`config.mk`:
```
export PLATFORM = sky130hd
export DESIGN_NAME = axi_split_top
export DESIGN_NICKNAME = d
export VERILOG_FILES = /design/src/axi_split_pkg.sv /design/src/axi_split_fifo.sv /design/src/axi_split_addr_fanout.sv /design/src/axi_split_wdata_fanout.sv /design/src/axi_split_bresp_merge.sv /design/src/axi_split_rdata_join.sv /design/src/axi_split_top.sv
export SDC_FILE = /design/constraint.sdc
export NUM_CORES = 1
export LEC_CHECK = 0
export BUFFER_PORTS_ARGS = -buffer_cell sky130_fd_sc_hd__buf_4
export CORE_ASPECT_RATIO = 0.5
export CORE_MARGIN = 2
export CORE_UTILIZATION = 35
export CTS_CLUSTER_DIAMETER = 120
export DETAILED_ROUTE_END_ITERATION = 10
export GPL_ROUTABILITY_DRIVEN = 0
export GPL_TIMING_DRIVEN = 0
export SYNTH_ARGS = -nofsm -noshare
export SYNTH_HDL_FRONTEND = slang
export SYNTH_HIERARCHICAL = 1
export SYNTH_SLANG_ARGS = --single-unit
```
`constraint.sdc`:
```
create_clock -name clk -period 6.5 [get_ports clk]
set_input_delay 0.65 -clock clk [delete_from_list [all_inputs] [get_ports clk]]
set_output_delay 0.65 -clock clk [all_outputs]
set_load 0.02 [all_outputs]
```
`src/axi_split_pkg.sv`:
```
/*
 * Shared definitions for the 64-bit to 2 x 32-bit AXI4 splitter
 *   - Address, length and data widths
 *   - FIFO depths and B credit counter width
 *   - Base addresses of the two master ports
 *   - Address-request and half-beat payload types
 */

package axi_split_pkg;

   // ====================
   // Widths and depths
   // ====================
   localparam int ADDR_W     = 32;
   localparam int LEN_W      = 8;
   localparam int DATA_W     = 64;
   // Each master carries one half of a slave beat
   localparam int HALF_W     = DATA_W / 2;
   localparam int AX_DEPTH   = 4;
   localparam int DATA_DEPTH = 8;
   localparam int CREDIT_W   = 8;

   // ====================
   // Types
   // ====================
   typedef logic [ADDR_W-1:0] addr_t;
   typedef logic [LEN_W-1:0]  len_t;
   typedef logic [DATA_W-1:0] wide_data_t;
   typedef logic [HALF_W-1:0] half_data_t;

   // Master-side window offsets
   localparam addr_t BASE_ADDR0 = 32'h0000_0000;
   localparam addr_t BASE_ADDR1 = 32'h4000_0000;

   // AW/AR FIFO entry with the address in the upper bits
   typedef struct packed {
      addr_t addr;
      len_t  len;
   } ax_req_t;

   // W/R FIFO entry with last in bit 0
   typedef struct packed {
      half_data_t data;
      logic       last;
   } half_beat_t;

endpackage

```
`src/axi_split_fifo.sv`:
```
/*
 * Synchronous FIFO with valid/ready on both sides
 *   - Payload type chosen per instance
 *   - Circular buffer with read/write pointers and an item count
 */

module axi_split_fifo #(
   parameter type payload_t = logic [7:0],
   parameter int  DEPTH     = 4
) (
   input  logic     clk,
   input  logic     resetn,
   input  payload_t in_data,
   input  logic     in_valid,
   output logic     in_ready,
   output payload_t out_data,
   output logic     out_valid,
   input  logic     out_ready
);

   localparam int PTR_W = (DEPTH > 1) ? $clog2(DEPTH) : 1;
   localparam int CNT_W = $clog2(DEPTH + 1);

   payload_t         mem [DEPTH];
   logic [PTR_W-1:0] wr_ptr;
   logic [PTR_W-1:0] rd_ptr;
   logic [CNT_W-1:0] count;
   logic             push;
   logic             pop;

   // Pointer step that wraps at DEPTH-1 for any depth
   function automatic logic [PTR_W-1:0] next_ptr(input logic [PTR_W-1:0] ptr);
      return (ptr == PTR_W'(DEPTH - 1)) ? '0 : ptr + 1'b1;
   endfunction

   // Not ready while full or held in reset
   assign in_ready  = resetn && (count != CNT_W'(DEPTH));
   assign out_valid = (count != '0);
   assign out_data  = mem[rd_ptr];

   assign push = in_valid && in_ready;
   assign pop  = out_valid && out_ready;

   // Storage array
   always_ff @(posedge clk) begin
      if (push) begin
         mem[wr_ptr] <= in_data;
      end
   end

   // Pointers and occupancy
   always_ff @(posedge clk) begin
      if (!resetn) begin
         wr_ptr <= '0;
         rd_ptr <= '0;
         count  <= '0;
      end else begin
         if (push) begin
            wr_ptr <= next_ptr(wr_ptr);
         end
         if (pop) begin
            rd_ptr <= next_ptr(rd_ptr);
         end
         // Push and pop together leave the count alone
         case ({push, pop})
            2'b10:   count <= count + 1'b1;
            2'b01:   count <= count - 1'b1;
            default: count <= count;
         endcase
      end
   end

   // Occupancy stays within the buffer
   a_count_bound: assert property (@(posedge clk) disable iff (!resetn)
      count <= CNT_W'(DEPTH))
      else $error("FIFO count above DEPTH");

endmodule

```
`src/axi_split_addr_fanout.sv`:
```
/*
 * Address-channel fan-out for AW and AR
 *   - Halves the slave address and adds each master base
 *   - Pushes both master FIFOs in the same cycle
 */

module axi_split_addr_fanout
   import axi_split_pkg::*;
(
   input  logic    clk,
   input  logic    resetn,
   input  addr_t   s_addr,
   input  len_t    s_len,
   input  logic    s_valid,
   output logic    s_ready,
   output ax_req_t m0_req,
   output ax_req_t m1_req,
   output logic    m0_valid,
   output logic    m1_valid,
   input  logic    m0_ready,
   input  logic    m1_ready
);

   ax_req_t req0;
   ax_req_t req1;
   logic    fifo0_ready;
   logic    fifo1_ready;
   logic    push;

   // Each half-width port sees half the byte offset
   assign req0 = '{addr: (s_addr >> 1) + BASE_ADDR0, len: s_len};
   assign req1 = '{addr: (s_addr >> 1) + BASE_ADDR1, len: s_len};

   // Accept only when both sides have room
   assign s_ready = resetn && fifo0_ready && fifo1_ready;
   assign push    = s_valid && s_ready;

   // ====================
   // Master-side FIFOs
   // ====================
   axi_split_fifo #(.payload_t(ax_req_t), .DEPTH(AX_DEPTH)) fifo0 (
      .clk      (clk),
      .resetn   (resetn),
      .in_data  (req0),
      .in_valid (push),
      .in_ready (fifo0_ready),
      .out_data (m0_req),
      .out_valid(m0_valid),
      .out_ready(m0_ready)
   );

   axi_split_fifo #(.payload_t(ax_req_t), .DEPTH(AX_DEPTH)) fifo1 (
      .clk      (clk),
      .resetn   (resetn),
      .in_data  (req1),
      .in_valid (push),
      .in_ready (fifo1_ready),
      .out_data (m1_req),
      .out_valid(m1_valid),
      .out_ready(m1_ready)
   );

   // Both FIFOs have taken exactly the same requests
   a_joint_push: assert property (@(posedge clk) disable iff (!resetn)
      fifo0.wr_ptr == fifo1.wr_ptr)
      else $error("Address FIFOs pushed in different cycles");

endmodule

```
`src/axi_split_wdata_fanout.sv`:
```
/*
 * Write-data split
 *   - Low half of each beat to master 0, high half to master 1
 *   - Last copied to both halves
 */

module axi_split_wdata_fanout
   import axi_split_pkg::*;
(
   input  logic       clk,
   input  logic       resetn,
   input  wide_data_t s_data,
   input  logic       s_last,
   input  logic       s_valid,
   output logic       s_ready,
   output half_beat_t m0_beat,
   output half_beat_t m1_beat,
   output logic       m0_valid,
   output logic       m1_valid,
   input  logic       m0_ready,
   input  logic       m1_ready
);

   half_beat_t beat0;
   half_beat_t beat1;
   logic       fifo0_ready;
   logic       fifo1_ready;
   logic       push;

   assign beat0 = '{data: s_data[HALF_W-1:0], last: s_last};
   assign beat1 = '{data: s_data[DATA_W-1:HALF_W], last: s_last};

   // Same joint-ready rule as the address path
   assign s_ready = resetn && fifo0_ready && fifo1_ready;
   assign push    = s_valid && s_ready;

   // ====================
   // Half-width FIFOs
   // ====================
   axi_split_fifo #(.payload_t(half_beat_t), .DEPTH(DATA_DEPTH)) fifo0 (
      .clk      (clk),
      .resetn   (resetn),
      .in_data  (beat0),
      .in_valid (push),
      .in_ready (fifo0_ready),
      .out_data (m0_beat),
      .out_valid(m0_valid),
      .out_ready(m0_ready)
   );

   axi_split_fifo #(.payload_t(half_beat_t), .DEPTH(DATA_DEPTH)) fifo1 (
      .clk      (clk),
      .resetn   (resetn),
      .in_data  (beat1),
      .in_valid (push),
      .in_ready (fifo1_ready),
      .out_data (m1_beat),
      .out_valid(m1_valid),
      .out_ready(m1_ready)
   );

endmodule

```
`src/axi_split_bresp_merge.sv`:
```
/*
 * Write-response merge
 *   - One credit counter per master
 *   - One slave response for each pair of master responses
 */

module axi_split_bresp_merge
   import axi_split_pkg::*;
(
   input  logic clk,
   input  logic resetn,
   input  logic m0_b_valid,
   input  logic m1_b_valid,
   input  logic s_b_ready,
   output logic m0_b_ready,
   output logic m1_b_ready,
   output logic s_b_valid
);

   logic [CREDIT_W-1:0] credit [2];
   logic [1:0]          add;
   logic                sub;

   // Masters stall along with the slave
   assign m0_b_ready = s_b_ready;
   assign m1_b_ready = s_b_ready;

   assign add[0] = m0_b_valid && m0_b_ready;
   assign add[1] = m1_b_valid && m1_b_ready;

   // A slave response needs a credit from each side
   assign s_b_valid = (credit[0] != '0) && (credit[1] != '0);
   assign sub       = s_b_valid && s_b_ready;

   always_ff @(posedge clk) begin
      if (!resetn) begin
         credit[0] <= '0;
         credit[1] <= '0;
      end else begin
         for (int i = 0; i < 2; i++) begin
            // Add and remove in one cycle cancel out
            if (add[i] && !sub) begin
               credit[i] <= credit[i] + 1'b1;
            end else if (!add[i] && sub) begin
               credit[i] <= credit[i] - 1'b1;
            end
         end
      end
   end

   // Counters must not roll over on a new master response
   a_no_wrap: assert property (@(posedge clk) disable iff (!resetn)
      !((add[0] && !sub && (&credit[0])) || (add[1] && !sub && (&credit[1]))))
      else $error("B credit counter wrapped");

endmodule

```
`src/axi_split_rdata_join.sv`:
```
/*
 * Read-data join
 *   - Buffers each master's read beats
 *   - Presents a wide beat once both halves are present
 *   - Master 1 data on top, last from master 0
 */

module axi_split_rdata_join
   import axi_split_pkg::*;
(
   input  logic       clk,
   input  logic       resetn,
   input  half_beat_t m0_beat,
   input  half_beat_t m1_beat,
   input  logic       m0_valid,
   input  logic       m1_valid,
   output logic       m0_ready,
   output logic       m1_ready,
   output wide_data_t s_data,
   output logic       s_last,
   output logic       s_valid,
   input  logic       s_ready
);

   half_beat_t head0;
   half_beat_t head1;
   logic       head0_valid;
   logic       head1_valid;
   logic       pop;

   // ====================
   // Per-master FIFOs
   // ====================
   axi_split_fifo #(.payload_t(half_beat_t), .DEPTH(DATA_DEPTH)) fifo0 (
      .clk      (clk),
      .resetn   (resetn),
      .in_data  (m0_beat),
      .in_valid (m0_valid),
      .in_ready (m0_ready),
      .out_data (head0),
      .out_valid(head0_valid),
      .out_ready(pop)
   );

   axi_split_fifo #(.payload_t(half_beat_t), .DEPTH(DATA_DEPTH)) fifo1 (
      .clk      (clk),
      .resetn   (resetn),
      .in_data  (m1_beat),
      .in_valid (m1_valid),
      .in_ready (m1_ready),
      .out_data (head1),
      .out_valid(head1_valid),
      .out_ready(pop)
   );

   // Wide beat only once both halves wait at the heads
   assign s_valid = head0_valid && head1_valid;
   assign s_data  = {head1.data, head0.data};
   assign s_last  = head0.last;

   // Both heads leave together
   assign pop = s_valid && s_ready;

   // Masters must end their bursts on the same beat
   a_last_match: assert property (@(posedge clk) disable iff (!resetn)
      pop |-> (head0.last == head1.last))
      else $error("Read last differs between masters");

endmodule

```
`src/axi_split_top.sv`:
```
/*
 * Splitter top level
 *   - One 64-bit AXI4 slave port, two 32-bit AXI4 master ports
 *   - AW, AR and W fan-out, B merge, R join
 */

module axi_split_top
   import axi_split_pkg::*;
(
   input  logic       clk,
   input  logic       resetn,

   // ====================
   // Slave port
   // ====================
   input  addr_t      s_aw_addr,
   input  len_t       s_aw_len,
   input  logic       s_aw_valid,
   output logic       s_aw_ready,
   input  wide_data_t s_w_data,
   input  logic       s_w_last,
   input  logic       s_w_valid,
   output logic       s_w_ready,
   output logic       s_b_valid,
   input  logic       s_b_ready,
   input  addr_t      s_ar_addr,
   input  len_t       s_ar_len,
   input  logic       s_ar_valid,
   output logic       s_ar_ready,
   output wide_data_t s_r_data,
   output logic       s_r_last,
   output logic       s_r_valid,
   input  logic       s_r_ready,

   // ====================
   // Master port 0
   // ====================
   output addr_t      m0_aw_addr,
   output len_t       m0_aw_len,
   output logic       m0_aw_valid,
   input  logic       m0_aw_ready,
   output half_data_t m0_w_data,
   output logic       m0_w_last,
   output logic       m0_w_valid,
   input  logic       m0_w_ready,
   input  logic       m0_b_valid,
   output logic       m0_b_ready,
   output addr_t      m0_ar_addr,
   output len_t       m0_ar_len,
   output logic       m0_ar_valid,
   input  logic       m0_ar_ready,
   input  half_data_t m0_r_data,
   input  logic       m0_r_last,
   input  logic       m0_r_valid,
   output logic       m0_r_ready,

   // ====================
   // Master port 1
   // ====================
   output addr_t      m1_aw_addr,
   output len_t       m1_aw_len,
   output logic       m1_aw_valid,
   input  logic       m1_aw_ready,
   output half_data_t m1_w_data,
   output logic       m1_w_last,
   output logic       m1_w_valid,
   input  logic       m1_w_ready,
   input  logic       m1_b_valid,
   output logic       m1_b_ready,
   output addr_t      m1_ar_addr,
   output len_t       m1_ar_len,
   output logic       m1_ar_valid,
   input  logic       m1_ar_ready,
   input  half_data_t m1_r_data,
   input  logic       m1_r_last,
   input  logic       m1_r_valid,
   output logic       m1_r_ready
);

   // Struct payloads map onto the loose ports by concatenation
   // ax_req_t is {addr, len}, half_beat_t is {data, last}

   // Write address
   axi_split_addr_fanout aw_fanout (
      .clk     (clk),          .resetn  (resetn),
      .s_addr  (s_aw_addr),    .s_len   (s_aw_len),
      .s_valid (s_aw_valid),   .s_ready (s_aw_ready),
      .m0_req  ({m0_aw_addr, m0_aw_len}),
      .m1_req  ({m1_aw_addr, m1_aw_len}),
      .m0_valid(m0_aw_valid),  .m1_valid(m1_aw_valid),
      .m0_ready(m0_aw_ready),  .m1_ready(m1_aw_ready)
   );

   // Read address
   axi_split_addr_fanout ar_fanout (
      .clk     (clk),          .resetn  (resetn),
      .s_addr  (s_ar_addr),    .s_len   (s_ar_len),
      .s_valid (s_ar_valid),   .s_ready (s_ar_ready),
      .m0_req  ({m0_ar_addr, m0_ar_len}),
      .m1_req  ({m1_ar_addr, m1_ar_len}),
      .m0_valid(m0_ar_valid),  .m1_valid(m1_ar_valid),
      .m0_ready(m0_ar_ready),  .m1_ready(m1_ar_ready)
   );

   // Write data
   axi_split_wdata_fanout w_fanout (
      .clk     (clk),          .resetn  (resetn),
      .s_data  (s_w_data),     .s_last  (s_w_last),
      .s_valid (s_w_valid),    .s_ready (s_w_ready),
      .m0_beat ({m0_w_data, m0_w_last}),
      .m1_beat ({m1_w_data, m1_w_last}),
      .m0_valid(m0_w_valid),   .m1_valid(m1_w_valid),
      .m0_ready(m0_w_ready),   .m1_ready(m1_w_ready)
   );

   // Write response
   axi_split_bresp_merge b_merge (
      .clk       (clk),        .resetn    (resetn),
      .m0_b_valid(m0_b_valid), .m1_b_valid(m1_b_valid),
      .s_b_ready (s_b_ready),
      .m0_b_ready(m0_b_ready), .m1_b_ready(m1_b_ready),
      .s_b_valid (s_b_valid)
   );

   // Read data
   axi_split_rdata_join r_join (
      .clk     (clk),          .resetn  (resetn),
      .m0_beat ({m0_r_data, m0_r_last}),
      .m1_beat ({m1_r_data, m1_r_last}),
      .m0_valid(m0_r_valid),   .m1_valid(m1_r_valid),
      .m0_ready(m0_r_ready),   .m1_ready(m1_r_ready),
      .s_data  (s_r_data),     .s_last  (s_r_last),
      .s_valid (s_r_valid),    .s_ready (s_r_ready)
   );

endmodule

```
# After elaboration in Yosys (flattened, before gate mapping)
# Memories as Yosys holds them, arrays and structs flattened. A register that Yosys moved wholly into a read port is not among the register bits.
# Cells that the tools add are included.
classes:
  add_sub_neg: 38
  n_eq_ne: 40
  n_mux: 75
  bitwise: 4
  n_reduce_logical: 64
op_table:
  columns: ["operator", "n"]
  rows:
  - ["adder 31 x 31 -> 32 bit (second input constant)", 2]
  - ["two-way mux 3 bit", 16]
  - ["logical AND 1 bit", 43]
  - ["adder 3 x 1 -> 3 bit (second input constant)", 12]
  - ["equality test 2 bit (second input constant)", 16]
  - ["two-way mux 2 bit", 16]
  - ["two-way mux 8 bit", 4]
  - ["one-hot mux 4 bit (2 select lines)", 4]
  - ["two-way mux 1 bit", 31]
  - ["equality test 3 bit (second input constant)", 8]
  - ["one-hot mux 3 bit (2 select lines)", 4]
  - ["adder 2 x 1 -> 2 bit (second input constant)", 8]
  - ["adder 4 x 1 -> 4 bit (second input constant)", 4]
  - ["adder 8 x 1 -> 8 bit (second input constant)", 2]
  - ["equality test 2 x 1 -> 1 bit (second input constant)", 8]
  - ["!= test 4 bit (second input constant)", 4]
  - ["nonzero test 2 bit", 8]
  - ["nonzero test 4 bit", 4]
  - ["nonzero test 8 bit", 2]
  - ["subtractor 4 x 1 -> 4 bit (second input constant)", 4]
  - ["subtractor 8 x 1 -> 8 bit (second input constant)", 2]
  - ["!= test 3 bit (second input constant)", 4]
  - ["nonzero test 3 bit", 4]
  - ["subtractor 3 x 1 -> 3 bit (second input constant)", 4]
  - ["other kinds (2)", 7]
totals:
  regBits: 68
  ramBits: 1704
  out_inout_bits: 306
  wordCells: 254
  n_memories: 9
mem_list:
  columns: ["memory", "words", "width", "rd", "rd_ports_with_merged_regs", "wr", "line_no", "source"]
  rows:
  - ["r_join.fifo0.mem", 8, 33, 1, 1, 1, "axi_split_fifo.sv:24", "payload_t mem [DEPTH];"]
  - ["r_join.fifo1.mem", 8, 33, 1, 1, 1, "axi_split_fifo.sv:24", null]
  - ["w_fanout.fifo0.mem", 8, 33, 1, 1, 1, "axi_split_fifo.sv:24", null]
  - ["w_fanout.fifo1.mem", 8, 33, 1, 1, 1, "axi_split_fifo.sv:24", null]
  - ["ar_fanout.fifo1.mem", 4, 40, 1, 1, 1, "axi_split_fifo.sv:24", null]
  - ["aw_fanout.fifo1.mem", 4, 40, 1, 1, 1, "axi_split_fifo.sv:24", null]
  - ["3 more memories", null, null, null, null, null, null, null]

# Depth between registers and ports, before layout
# An unclocked memory read counts as a cell.
logic_depth:
  word_depth: 11
  ltp_mapped: 13

# By module
# Netlist, hierarchy kept.
modules_own_cells:
  columns: ["mod", "instances", "cells_each", "area_per_inst_um2", "seq_area_each_um2"]
  rows:
  - ["axi_split_fifo (r_join.fifo0 ...)", 3, 458, 10605.2, 8187.9]
  - ["axi_split_fifo (ar_fanout.fifo0 ...)", 4, 264, 6317.3, 4984.8]
  - ["axi_split_fifo (w_fanout.fifo1)", 1, 458, 10608.9, 8187.9]
  - ["axi_split_bresp_merge", 1, 145, 1330.0, 480.5]
  - ["axi_split_addr_fanout", 2, 4, 23.8, 0.0]
  - ["axi_split_wdata_fanout", 1, 2, 16.3, 0.0]
  - ["axi_split_rdata_join", 1, 2, 12.5, 0.0]

# Worst setup path after synthesis
# OpenSTA, ideal clock, no wires.
synth_path:
  path_kind: "in2reg"
  from: "input port resetn"
  to: "memory w_fanout/fifo0/mem[0][0] in the netlist's numbering (enable)"
  setup_ps: 506
  arrival_time_ps: 4460
  path_slack_ps: 1534
  cell_stages: 5
  path_buffers: 1
  cell_sequence: "and2_1 and4_1 nand3_1 buf_2 nor4_1"
synth_between:
  elab_chain_len: 7
  word_cells_on_any_way: 8
  classes_between: "mux: 2; reduce/logical: 6"
synth_lines:
  columns: ["item", "line_no", "source"]
  rows:
  - ["from (decl)", "axi_split_top.sv:11", "input logic resetn,"]
  - ["logical AND 1 bit", "axi_split_fifo.sv:37", "assign in_ready = resetn && (count != CNT_W'(DEPTH));"]
  - ["logical AND 1 bit", "axi_split_wdata_fanout.sv:34", "assign s_ready = resetn && fifo0_ready && fifo1_ready;"]
  - ["logical AND 1 bit (*)", "axi_split_wdata_fanout.sv:34", null]
  - ["logical AND 1 bit (*)", "axi_split_wdata_fanout.sv:35", "assign push = s_valid && s_ready;"]
  - ["named net w_fanout.push", "axi_split_wdata_fanout.sv:28", "logic push;"]
  - ["logical AND 1 bit (*)", "axi_split_fifo.sv:41", "assign push = in_valid && in_ready;"]
  - ["two-way mux 1 bit (*)", "axi_split_fifo.sv:46", "if (push) begin"]
  - ["two-way mux 1 bit (implied by the code) (*)", "axi_split_fifo.sv:47", "mem[wr_ptr] <= in_data;"]
  - ["to (decl)", "axi_split_fifo.sv:24", null]
# Mark *: on every way through the listed nets, which the timed path passes. The rest lies on a longest branch.

==> results.py <==
metrics = {
    "outcome": {
        "status": "complete, no violations",
    },
    "cells_and_area": {
        "regArea_mm2": 0.0529,
        "syn2layout_area_growth_pct": 20.8,
        "multiInputGateArea_mm2": 0.0149,
        "layout.cells.non_filler": 6615,
        "nets": 4152,
        "final_area_mm2": 0.0831,
        "fillCellCount": 16700,
        "drive_gt1_frac": 0.392,
    },
    "routing": {
        "final_antenna_net_count": 0,
        "drcViolationCount": 0,
        "wl_per_cell_um": 24.2,
        "drt_first_pass_iters": 6,
        "via_count": 32500,
        "drt_iter0_drc": 2089,
        "drt_wl_total_mm": 160,
        "via_per_inst": 4.92,
    },
    "clock_network": {
        "post_cts_resized": 0,
        "ctsHoldBuffers": 4,
        "cts.path.max_buffers": 3,
        "clock-sinks": 1792,
        "cts.clk_slew.worst_paths_ns": 0.06,
        "htree_num_levels": 4,
        "tritoncts": "yes",
        "cts_root_buf": "clkbuf_16",
        "clock_latency_ns": 0.80,
        "cts_setup_buffers": 0,
        "cts_made_buffers": 170,
    },
    "setup_path": {
        "cp-endpoint": "b_merge/credit[0][7]",
        "endpoint_kind": "flip-flop",
        "path_cells": "inv_1, ha_1, or4b_4, o22ai_4, nor2_1, nand3_1, inv_1, ha_1, a21oi_1, o2111ai_1, and3_1, or4_1, a21oi_1",
        "reg2regPathDepth": 13,
        "reg2reg_from": "b_merge/credit[1][0]",
        "worstSetupStartpointType": "flip-flop",
        "worstSetupPathDepth": 13,
        "critPathKind": "flip-flop to flip-flop",
        "cp_max_fo": 6,
        "crit_family": "simple AND/OR/NAND/NOR gates",
        "cpPeakStageDelay_ns": 0.54,
        "r2r-end": "b_merge/credit[0][7]",
        "crit_required_ns": 7.13,
        "path_buf_inv": 2,
        "cpMaxStageDelayCell": "or4b_4",
        "cp.arrival_ns": 4.35,
        "rrSetupSlack_ns": 2.78,
        "cp-startpoint": "b_merge/credit[1][0]",
    },
    "sta": {
        "fmaxAchievable_mhz": 269,
        "setup_ws_ns": 2.78,
        "finalHoldViolations": 0,
        "drv_slew": 0,
        "worst_pin_slew_ns": 1.03,
        "slew-limit-headroom": 0.308,
        "setup_viol": 0,
        "fin_setup_tns_ns": 0,
        "rsz0062_at_grt": "false",
        "period_share": 0.572,
        "fin_worst_skew_ns": 0.0254,
        "period_needed_ns": 3.72,
    },
    "placement": {
        "dp.cells": 6293,
        "pre_cts_ws_ns": 2.84,
        "port_buffers": 529,
        "hpwl_mm": 109,
        "place_area_mm2": 0.0778,
    },
    "logic_synthesis": {
        "synth_area_mm2": 0.0688,
        "yosys_warnings": 6,
        "avgSynthCellArea_um2": 22.7,
        "synthCells": 3034,
    },
    "floorplan": {
        "initial_core_util": 0.354,
        "rows": 114,
        "core-area_mm2": 0.194,
        "die_height_um": 318,
        "dieArea_mm2": 0.200,
        "die_w_um": 631,
        "io_pins": 534,
    },
    "job": {
        "drv_cap": 0,
    },
    "power_and_ir_drop": {
        "power_w": 0.0234,
        "power_leakage_nw": 26.9,
        "powerDensity_mw_per_mm2": 282,
        "ir_drop_v": 0.000277,
    },
    "global_route": {
        "grtUsageTotal": 0.158,
        "grt_pass1_vias": 34400,
        "antenna_found_initial": 20,
        "grt_pass1_wl_mm": 233,
        "grt_max_degree": 32,
        "overflow": 0,
    },
    "worst_hold_path": {
        "hp-class": "input pin to flip-flop",
        "worstHoldPathCells": 1,
    },
}
-- final cells by class --
type                            instances  area share
Antenna cell                            8    0.000241
Buffer                                130      0.0122
Clock buffer                          221      0.0550
Clock inverter                         89     0.00872
Inverter                               55     0.00248
Multi-Input combinational cell       1063       0.179
Sequential cell                      1792       0.637
Tap cell                             2610      0.0393
Timing Repair Buffer                  647      0.0662
-- worst min path at each step --
stage	from	end	slack, ns
after floorplan	r_join/fifo0/count[3]	r_join/fifo0/count[3]	0.45
after global placement	w_fanout/fifo1/rd_ptr[2]	flip-flop	0.46
after detailed placement	r_join/fifo0/count[3]	r_join/fifo0/count[3]	0.47
after CTS	m0_r_last	r_join/fifo0/mem[2][0]	0.0005
after global routing	s_w_data[45]	w_fanout/fifo1/mem[4][14]	0.04
final	s_aw_addr[3]	aw_fanout/fifo0/mem[2][10]	0.08
-- metrics by stage --
stage	hold WS, ns	util
CTS	0.000495	0.428
global route	0.0430	0.428
finish	0.0783	0.428
detailed placement	0.475	0.400
floorplan	0.445	-
global placement	0.461	0.392
-- power breakdown --
part	switching, W	total, W	internal, W
Combinational	0.000623	0.00113	0.000511
Clock	0.00417	0.00953	0.00535
Sequential	0.0000503	0.0128	0.0127
-- state kept, by name, indices dropped and copies added, names as in the netlist, 160 cells and up, named ones only --
register and cells:
w_fanout/fifo1/mem 264, ar_fanout/fifo0/mem 160, r_join/fifo1/mem 256, aw_fanout/fifo0/mem 160, aw_fanout/fifo1/mem 160, ar_fanout/fifo1/mem 160
r_join/fifo0/mem 264, w_fanout/fifo0/mem 264
-- layer usage --
metal  wire length (um)  global-route usage  vias to the layer above
met5                 13                   0                        -
met4               5450              0.0608                        2
met3               3850              0.0184                      238
met2              90500               0.304                      518
met1              60000               0.177                    17400
li1                   -                   -                    14400
-- layout by cell type (no fill, tap or decap), drive strengths merged, types with 3 or more instances in the layout --
| cell | instances |
|---|---|
| o21ai | 33 |
| nor2 | 32 |
| or3 | 21 |
| edfxtp | 1704 |
| a41oi | 4 |
| xnor2 | 10 |
| mux2i | 18 |
| and3 | 7 |
| dlygate4sd3 | 4 |
| nand2 | 63 |
| bufinv | 10 |
| fa | 5 |
| conb | 8 |
| ha | 60 |
| and2 | 36 |
| or4 | 8 |
| nor2b | 8 |
| clkbuf | 258 |
| a21oi | 17 |
| nor4 | 5 |
| or2 | 4 |
| buf | 736 |
| a21boi | 28 |
| nand2b | 14 |
| xor2 | 15 |
| and4 | 3 |
| nand3 | 39 |
| mux4 | 422 |
| clkinvlp | 3 |
| dfxtp | 88 |
| diode | 8 |
| inv | 60 |
| o31ai | 9 |
| or4b | 5 |
| o41ai | 4 |
| clkinv | 71 |
| nor4b | 4 |
| a211o | 3 |
| mux2 | 135 |
| nor3 | 24 |
Note: power is estimated with default switching activity, not from simulation.
